`src/md_pkg.sv`:
```
package md_pkg;

	// datapath width
	localparam int word_w = 32;

	// multiplier: operands sampled on the accept edge, product
	// readable mul_lat cycles later
	localparam int mul_lat = 5;

	// divider: start cycle to done pulse
	localparam int div_lat = 33;

	// counter widths and terminal counts
	localparam int mul_cnt_w = $clog2(mul_lat);
	localparam int div_cnt_w = $clog2(word_w);

	localparam logic [mul_cnt_w-1:0] mul_last = mul_cnt_w'(mul_lat - 1);
	localparam logic [div_cnt_w-1:0] div_last = div_cnt_w'(word_w - 1); // last shift step

	typedef logic [word_w-1:0] word_t;

	// op codes as issued by the decode stage
	typedef enum logic [3:0] {
		op_multu = 4'd0,
		op_mult  = 4'd1,
		op_divu  = 4'd2,
		op_div   = 4'd3,
		op_maddu = 4'd4,
		op_madd  = 4'd5,
		op_msub  = 4'd6,
		op_msubu = 4'd7,
		op_mul   = 4'd8
	} md_op_t;

	// HI/LO pair, hi in the upper half
	// for divides hi is the remainder and lo the quotient
	typedef struct packed {
		word_t hi;
		word_t lo;
	} hilo_t;

	// one multiply/divide request
	typedef struct packed {
		md_op_t op;
		word_t  a; // rs
		word_t  b; // rt
	} md_req_t;

endpackage

```
`src/mul_pipe.sv`:
```
module mul_pipe (
	input  logic          clk,
	input  md_pkg::word_t a,
	input  md_pkg::word_t b,
	input  logic          mul_signed,
	output md_pkg::hilo_t prod
);

	// operands widened by one bit, top bit is the sign or zero
	logic [md_pkg::word_w:0] ax;
	logic [md_pkg::word_w:0] bx;

	// 33-bit values sign extended to the full 66-bit product width
	logic [2*md_pkg::word_w+1:0] ax_w;
	logic [2*md_pkg::word_w+1:0] bx_w;
	logic [2*md_pkg::word_w+1:0] full;

	// stage 0 holds the raw product, the rest only delay it
	md_pkg::hilo_t stage [md_pkg::mul_lat];

	assign ax = {mul_signed & a[md_pkg::word_w-1], a};
	assign bx = {mul_signed & b[md_pkg::word_w-1], b};

	assign ax_w = {{(md_pkg::word_w+1){ax[md_pkg::word_w]}}, ax};
	assign bx_w = {{(md_pkg::word_w+1){bx[md_pkg::word_w]}}, bx};

	// low 64 bits are exact for both signed and unsigned operands
	assign full = ax_w * bx_w;

	always_ff @(posedge clk) begin
		stage[0] <= md_pkg::hilo_t'(full[2*md_pkg::word_w-1:0]);
		for (int i = 1; i < md_pkg::mul_lat; i++) begin
			stage[i] <= stage[i-1];
		end
	end

	// free running, the sequencer counts cycles to find its product
	assign prod = stage[md_pkg::mul_lat-1];

endmodule

```
`src/div_iter.sv`:
```
module div_iter (
	input  logic          clk,
	input  logic          rst,
	input  logic          start,
	input  logic          div_signed,
	input  md_pkg::word_t a,
	input  md_pkg::word_t b,
	output logic          done,
	output md_pkg::hilo_t res
);

	// operand signs and magnitudes at start
	logic          a_neg;
	logic          b_neg;
	md_pkg::word_t a_mag;
	md_pkg::word_t b_mag;

	// control
	logic                          run;
	logic [md_pkg::div_cnt_w-1:0] step;

	// datapath
	md_pkg::word_t rem;  // partial remainder
	md_pkg::word_t quo;  // dividend shifting out, quotient shifting in
	md_pkg::word_t dvs;  // divisor magnitude
	logic          q_neg;
	logic          r_neg;

	logic [md_pkg::word_w:0] shifted;
	logic [md_pkg::word_w:0] diff;
	logic                    fits;

	assign a_neg = div_signed & a[md_pkg::word_w-1];
	assign b_neg = div_signed & b[md_pkg::word_w-1];
	assign a_mag = a_neg ? -a : a; // 0x80000000 maps onto itself, still right unsigned
	assign b_mag = b_neg ? -b : b;

	// one restoring step: shift in next dividend bit, try to subtract
	assign shifted = {rem, quo[md_pkg::word_w-1]};
	assign diff    = shifted - {1'b0, dvs};
	assign fits    = shifted >= {1'b0, dvs};

	always_ff @(posedge clk) begin
		if (!rst) begin
			run  <= 1'b0;
			step <= '0;
			done <= 1'b0;
		end else begin
			done <= 1'b0; // single cycle pulse
			if (start) begin
				run  <= 1'b1;
				step <= '0;
			end else if (run) begin
				step <= step + 1'b1;
				if (step == md_pkg::div_last) begin
					run  <= 1'b0;
					done <= 1'b1; // next cycle is the fix-up
				end
			end
		end
	end

	always_ff @(posedge clk) begin
		if (start) begin
			rem   <= '0;
			quo   <= a_mag;
			dvs   <= b_mag;
			q_neg <= a_neg ^ b_neg;
			r_neg <= a_neg; // remainder follows the dividend
		end else if (run) begin
			if (fits) begin
				rem <= diff[md_pkg::word_w-1:0];
			end else begin
				rem <= shifted[md_pkg::word_w-1:0];
			end
			quo <= {quo[md_pkg::word_w-2:0], fits};
		end
	end

	// sign fix-up, read by the sequencer while done is high
	always_comb begin
		res.lo = q_neg ? -quo : quo;
		res.hi = r_neg ? -rem : rem;
	end

endmodule

```
`src/md_seq.sv`:
```
module md_seq (
	input  logic            clk,
	input  logic            rst,
	input  md_pkg::md_req_t req,
	input  logic            start,
	input  logic            flush,
	input  logic            hilo_wr,
	input  logic            wr_hi,
	input  md_pkg::word_t   wr_data,
	input  logic            rd_hi,
	output logic            busy,
	output md_pkg::word_t   rd_data,
	output logic            mul_signed,
	input  md_pkg::hilo_t   prod,
	output logic            div_start,
	output logic            div_signed,
	input  md_pkg::hilo_t   div_res,
	input  logic            div_done
);

	// what happens to the product on the way into HI/LO
	typedef enum logic [1:0] {
		mode_plain,
		mode_add,
		mode_sub
	} mul_mode_t;

	typedef struct packed {
		logic      valid;
		logic      is_div;
		logic      sgn;
		mul_mode_t mode;
	} op_dec_t;

	typedef enum logic [1:0] {
		st_idle,
		st_mul,
		st_div
	} state_t;

	op_dec_t                      dec;
	state_t                       state;
	logic [md_pkg::mul_cnt_w-1:0] cnt;     // multiply wait
	mul_mode_t                    mode_q;
	md_pkg::hilo_t                base;    // HI/LO at accept, for madd/msub
	md_pkg::hilo_t                hilo;
	md_pkg::hilo_t                mul_res;
	logic                         accept;
	logic                         mul_end;

	always_comb begin
		dec.valid  = 1'b1;
		dec.is_div = 1'b0;
		dec.sgn    = 1'b0;
		dec.mode   = mode_plain;
		case (req.op)
			md_pkg::op_multu: dec.sgn = 1'b0;
			md_pkg::op_mult,
			md_pkg::op_mul: dec.sgn = 1'b1; // mul only lands in HI/LO here
			md_pkg::op_divu: dec.is_div = 1'b1;
			md_pkg::op_div: begin
				dec.is_div = 1'b1;
				dec.sgn    = 1'b1;
			end
			md_pkg::op_maddu: dec.mode = mode_add;
			md_pkg::op_madd: begin
				dec.sgn  = 1'b1;
				dec.mode = mode_add;
			end
			md_pkg::op_msub: begin
				dec.sgn  = 1'b1;
				dec.mode = mode_sub;
			end
			md_pkg::op_msubu: dec.mode = mode_sub;
			default: dec.valid = 1'b0; // unknown codes never start
		endcase
	end

	assign busy   = (state != st_idle);
	assign accept = start & ~flush & ~busy & dec.valid;

	// operands go straight from req to both units
	assign mul_signed = dec.sgn;
	assign div_signed = dec.sgn;
	assign div_start  = accept & dec.is_div;

	assign mul_end = (state == st_mul) && (cnt == md_pkg::mul_last);

	always_comb begin
		case (mode_q)
			mode_add: mul_res = md_pkg::hilo_t'(base + prod); // wraps mod 2^64
			mode_sub: mul_res = md_pkg::hilo_t'(base - prod);
			default:  mul_res = prod;
		endcase
	end

	always_ff @(posedge clk) begin
		if (!rst) begin
			state  <= st_idle;
			cnt    <= '0;
			mode_q <= mode_plain;
		end else begin
			case (state)
				st_idle: begin
					if (accept) begin
						state  <= dec.is_div ? st_div : st_mul;
						cnt    <= '0;
						mode_q <= dec.mode;
					end
				end
				st_mul: begin
					cnt <= cnt + 1'b1;
					if (mul_end) begin
						state <= st_idle;
					end
				end
				st_div: begin
					if (div_done) begin
						state <= st_idle;
					end
				end
				default: state <= st_idle;
			endcase
		end
	end

	always_ff @(posedge clk) begin
		if (accept) begin
			base <= hilo;
		end
	end

	// results win, direct writes only while idle and not starting
	always_ff @(posedge clk) begin
		if (!rst) begin
			hilo <= '0;
		end else if (mul_end) begin
			hilo <= mul_res;
		end else if (state == st_div && div_done) begin
			hilo <= div_res;
		end else if (hilo_wr && !busy && !accept) begin
			if (wr_hi) begin
				hilo.hi <= wr_data; // mthi
			end else begin
				hilo.lo <= wr_data; // mtlo
			end
		end
	end

	assign rd_data = rd_hi ? hilo.hi : hilo.lo;

endmodule

```
`src/hilo_md_unit.sv`:
```
module hilo_md_unit (
	input  logic            clk,
	input  logic            rst,
	input  md_pkg::md_req_t req,
	input  logic            start,
	input  logic            flush,
	input  logic            hilo_wr,
	input  logic            wr_hi,
	input  md_pkg::word_t   wr_data,
	input  logic            rd_hi,
	output logic            busy,
	output md_pkg::word_t   rd_data
);

	logic          mul_signed;
	md_pkg::hilo_t prod;
	logic          div_start;
	logic          div_signed;
	logic          div_done;
	md_pkg::hilo_t div_res;

	md_seq i_md_seq (
		.clk        (clk),
		.rst        (rst),
		.req        (req),
		.start      (start),
		.flush      (flush),
		.hilo_wr    (hilo_wr),
		.wr_hi      (wr_hi),
		.wr_data    (wr_data),
		.rd_hi      (rd_hi),
		.busy       (busy),
		.rd_data    (rd_data),
		.mul_signed (mul_signed),
		.prod       (prod),
		.div_start  (div_start),
		.div_signed (div_signed),
		.div_res    (div_res),
		.div_done   (div_done)
	);

	// both units see the raw request operands
	mul_pipe i_mul_pipe (
		.clk        (clk),
		.a          (req.a),
		.b          (req.b),
		.mul_signed (mul_signed),
		.prod       (prod)
	);

	div_iter i_div_iter (
		.clk        (clk),
		.rst        (rst),
		.start      (div_start),
		.div_signed (div_signed),
		.a          (req.a),
		.b          (req.b),
		.done       (div_done),
		.res        (div_res)
	);

endmodule

```
`config.mk`:
```
export PLATFORM = sky130hd
export DESIGN_NAME = hilo_md_unit
export DESIGN_NICKNAME = d
export VERILOG_FILES = /design/src/md_pkg.sv /design/src/mul_pipe.sv /design/src/div_iter.sv /design/src/md_seq.sv /design/src/hilo_md_unit.sv
export SDC_FILE = /design/constraint.sdc
export NUM_CORES = 2
export LEC_CHECK = 0
export ABC_AREA = 1
export BUFFER_PORTS_ARGS = -buffer_cell sky130_fd_sc_hd__buf_4
export CORE_MARGIN = 5
export CORE_UTILIZATION = 58
export CTS_CLUSTER_DIAMETER = 30
export DETAILED_ROUTE_END_ITERATION = 8
export GPL_TIMING_DRIVEN = 0
export PLACE_DENSITY = 0.75
export SYNTH_ARGS = -nofsm -noshare
export SYNTH_HDL_FRONTEND = slang
export SYNTH_SLANG_ARGS = --single-unit
```
`constraint.sdc`:
```
create_clock -name clk -period 10.4 [get_ports clk]
set_input_delay 2.08 -clock clk [delete_from_list [all_inputs] [get_ports clk]]
set_output_delay 2.08 -clock clk [all_outputs]
set_load 0.05 [all_outputs]
```
==> results_dict.tcl <==
set metrics [dict create \
    status "complete, but fails checks" \
    violations "capacitance limit, slew limit, setup timing" \
    fmax_ghz 0.09540 \
    worst_slew_pin_slew_ns 1.561 \
    cap_violations 2 \
    finClkSkew_ns 0.06880 \
    holdCritPathClass "flip-flop to flip-flop" \
    synth_top_area_cell "fa_1" \
    synth_fp_nets 10530 \
    crit_arrival_ns 11.09 \
    grt_pass1_wl_um 420300 \
    cts.sinks 560 \
    cpMostUsedCell "fa_1" \
    synth_ff_type "dfxtp_1" \
    die_area_um2 125900 \
    crit_path_end_kind "flip-flop" \
    path_max_fanout 10 \
    synth_most_common_cell "nand2_1" \
    dr.pass1.iters 7 \
    final_nets 10710 \
    hold_depth 0 \
    dp_hpwl_um 241500 \
    clk_latency_ns 0.71 \
    htree_levels 3 \
    grt_pass1_vias 63860 \
    hold_buffers 0 \
    r2r_start "i_md_seq.mode_q[0]" \
    grt_overflow_total 0 \
    setup_viol_count_final 1 \
    yosys_warnings 0 \
    via_per_inst 5.906 \
    vias 63670 \
    syn_avg_cell_area_um2 7.680 \
    synth_area_leaders "fa_1, nand2_1, dfxtp_1, inv_1, ha_1" \
    cts_tree "yes" \
    antenna_found_initial 31 \
    cts_root_buf "clkbuf_16" \
    layout_setup_ws_ns -0.08216 \
    cpPeakStageDelay_ns 1.04 \
    min_period_over_period_pct 100.8 \
    first_iter_violations 8211 \
    clockBufferDepth 3 \
    grt_use_total_pct 46.28 \
    ys_types 62 \
    ys_seq_elements 560 \
    synth_edf_count 130 \
    finalNonFillerCells 10780 \
    rsz0062_at_grt "false" \
    critical_path_class "input pin to flip-flop" \
    cp.required_ns 11.01 \
    cts_buffers 87 \
    drt_wl_total_um 292100 \
    drtAntennaViolNets 0 \
    maxSlewViolCount 20 \
    synthArstFlopShare_pct 0 \
    synth_top_area_share_pct 32.71 \
    portBuffers 76 \
    clk_pin_slew_ns 0.07 \
    min_period_ns 10.48 \
    die_x_um 354.8 \
    wl_per_cell_um 27.09 \
    io_pins 140 \
    hp-start "i_mul_pipe.stage[0][153]" \
    crit_path_start_kind "input pin" \
    hold_violations 0 \
    reg2reg_depth 22 \
    synthTopCellsByCount "nand2_1, inv_1, fa_1" \
    start_util_pct 58.41 \
    yosysSeqAreaShare_pct 18.14 \
    drive_above_1_share_pct 4.371 \
    gp_congestion 1.118 \
    grt_max_degree 50 \
    r2r_end "i_md_seq.hilo[52]" \
    placementRows 126 \
    slowest_stage "clkbuf_1" \
    dp_cells 10590 \
    relSlewSlack_pct -4.096 \
    final_core_util_pct 63.41 \
    syn_area_um2 68970 \
    hold_end "i_mul_pipe.stage[0][217]" \
    die_h_um 354.8 \
    area_growth_pct 8.563 \
    hold_slack_ns 0.3048 \
    drc_errors 0 \
    netlist_instances 8980 \
    r2r_slack_ns 4.67 \
    fp.coreArea_um2 118100 \
]
==> state kept, by name, summed over array words and instances, names as in the netlist <==
signal	cells
i_md_seq.state	2
i_div_iter.quo	32
i_md_seq.cnt	3
i_div_iter.run	1
i_div_iter.q_neg	1
i_div_iter.done	1
i_div_iter.r_neg	1
i_md_seq.mode_q	2
i_md_seq.base	64
i_mul_pipe.stage	320
i_div_iter.rem	32
i_md_seq.hilo	64
i_div_iter.dvs	32
i_div_iter.step	5
==> cells in the final DEF, fill, tap and decap left out, types with 8 or more instances in the layout <==
master and instances:
a21o_1 17, a21oi_1 358, a31oi_1 34, buf_1 72
buf_2 28, buf_4 85, clkbuf_1 237, clkbuf_16 87
clkbuf_2 20, clkbuf_8 13, clkinv_1 8, dfxtp_1 430
diode_2 25, edfxtp_1 130, fa_1 1123, ha_1 317
inv_1 2088, inv_2 18, inv_6 14, mux2_2 29
nand2_1 2360, nand2_2 11, nand3_1 337, nand3b_1 15
nand4_1 62, nor2_1 543, nor2_2 18, nor3_1 57
nor4_1 19, o211ai_1 17, o21ai_0 244, o21ai_1 34
o21bai_1 20, xnor2_1 76, xor2_1 162
==> worst max-delay path by stage <==
| stage | start | cells past startpoint | slack (ns) | endpoint |
|---|---|---|---|---|
| detailed placement | req[65] | 28 | -1.77 | i_mul_pipe.stage[0][63] |
| global route | req[6] | 26 | 0.01 | i_mul_pipe.stage[0][63] |
| floorplan | req[65] | 35 | 1.04 | i_mul_pipe.stage[0][63] |
| global placement | req[65] | 33 | -1.65 | i_mul_pipe.stage[0][63] |
| finish | req[56] | 25 | -0.08 | i_mul_pipe.stage[0][52] |
| CTS | req[65] | 28 | 0.01 | i_mul_pipe.stage[0][63] |
==> through the flow <==
step                setup TNS, ns  area (µm²)  worst slack (ns)
detailed placement         -35.86       71520            -1.774
CTS                             0       74650           0.01286
global route                    0       74820           0.01069
global placement           -34.02       71460            -1.650
floorplan                       0       68970             1.041
finish                   -0.08216       74880          -0.08216
==> critical path: cells and delay by family <==
| family | cells | cell delay [ns] |
|---|---|---|
| fa+ha+maj | 9 | 4.71 |
| compound gates | 5 | 1.27 |
| simple gates | 6 | 0.95 |
| buf+inv | 5 | 2.05 |
==> cell type report <==
type / count / area, µm²
Fill cell: 10390 / 43210
Clock inverter: 50 / 732.0
Antenna cell: 25 / 62.56
Clock buffer: 104 / 2371
Multi-Input combinational cell: 5938 / 47110
Buffer: 367 / 1516
Inverter: 2115 / 7949
Sequential cell: 560 / 12510
Tap cell: 1536 / 1922
Timing Repair Buffer: 86 / 698.2
==> cell families after synthesis <==
logic type,Yosys count,share of synthesized area [%]
AND/OR/NAND/NOR,3459,20.23
buffers and inverters,2482,13.60
adder cells (fa/ha/maj),1444,38.46
AO/OA/AOI/OAI,768,6.065
flip-flops,560,18.14
XOR/XNOR,238,3.022
multiplexers,29,0.4735
==> what timing repair did <==
action                     CTS  global route
pin swaps                    0             2
setup endpoints to repair   24            20
gates resized for setup     12            49
buffers inserted             1             6
==> per-layer routing <==
layer,GRT usage (%),part of all wire [%],up-vias
met5,0,0.016,-
met2,68.15,42,4831
met4,37.69,10,8
met3,14.03,13,1229
met1,56.30,35,30590
li1,-,-,27020
Power is not shown: default switching activity piles up to over one toggle a cycle in this logic, so the estimate is an artifact.
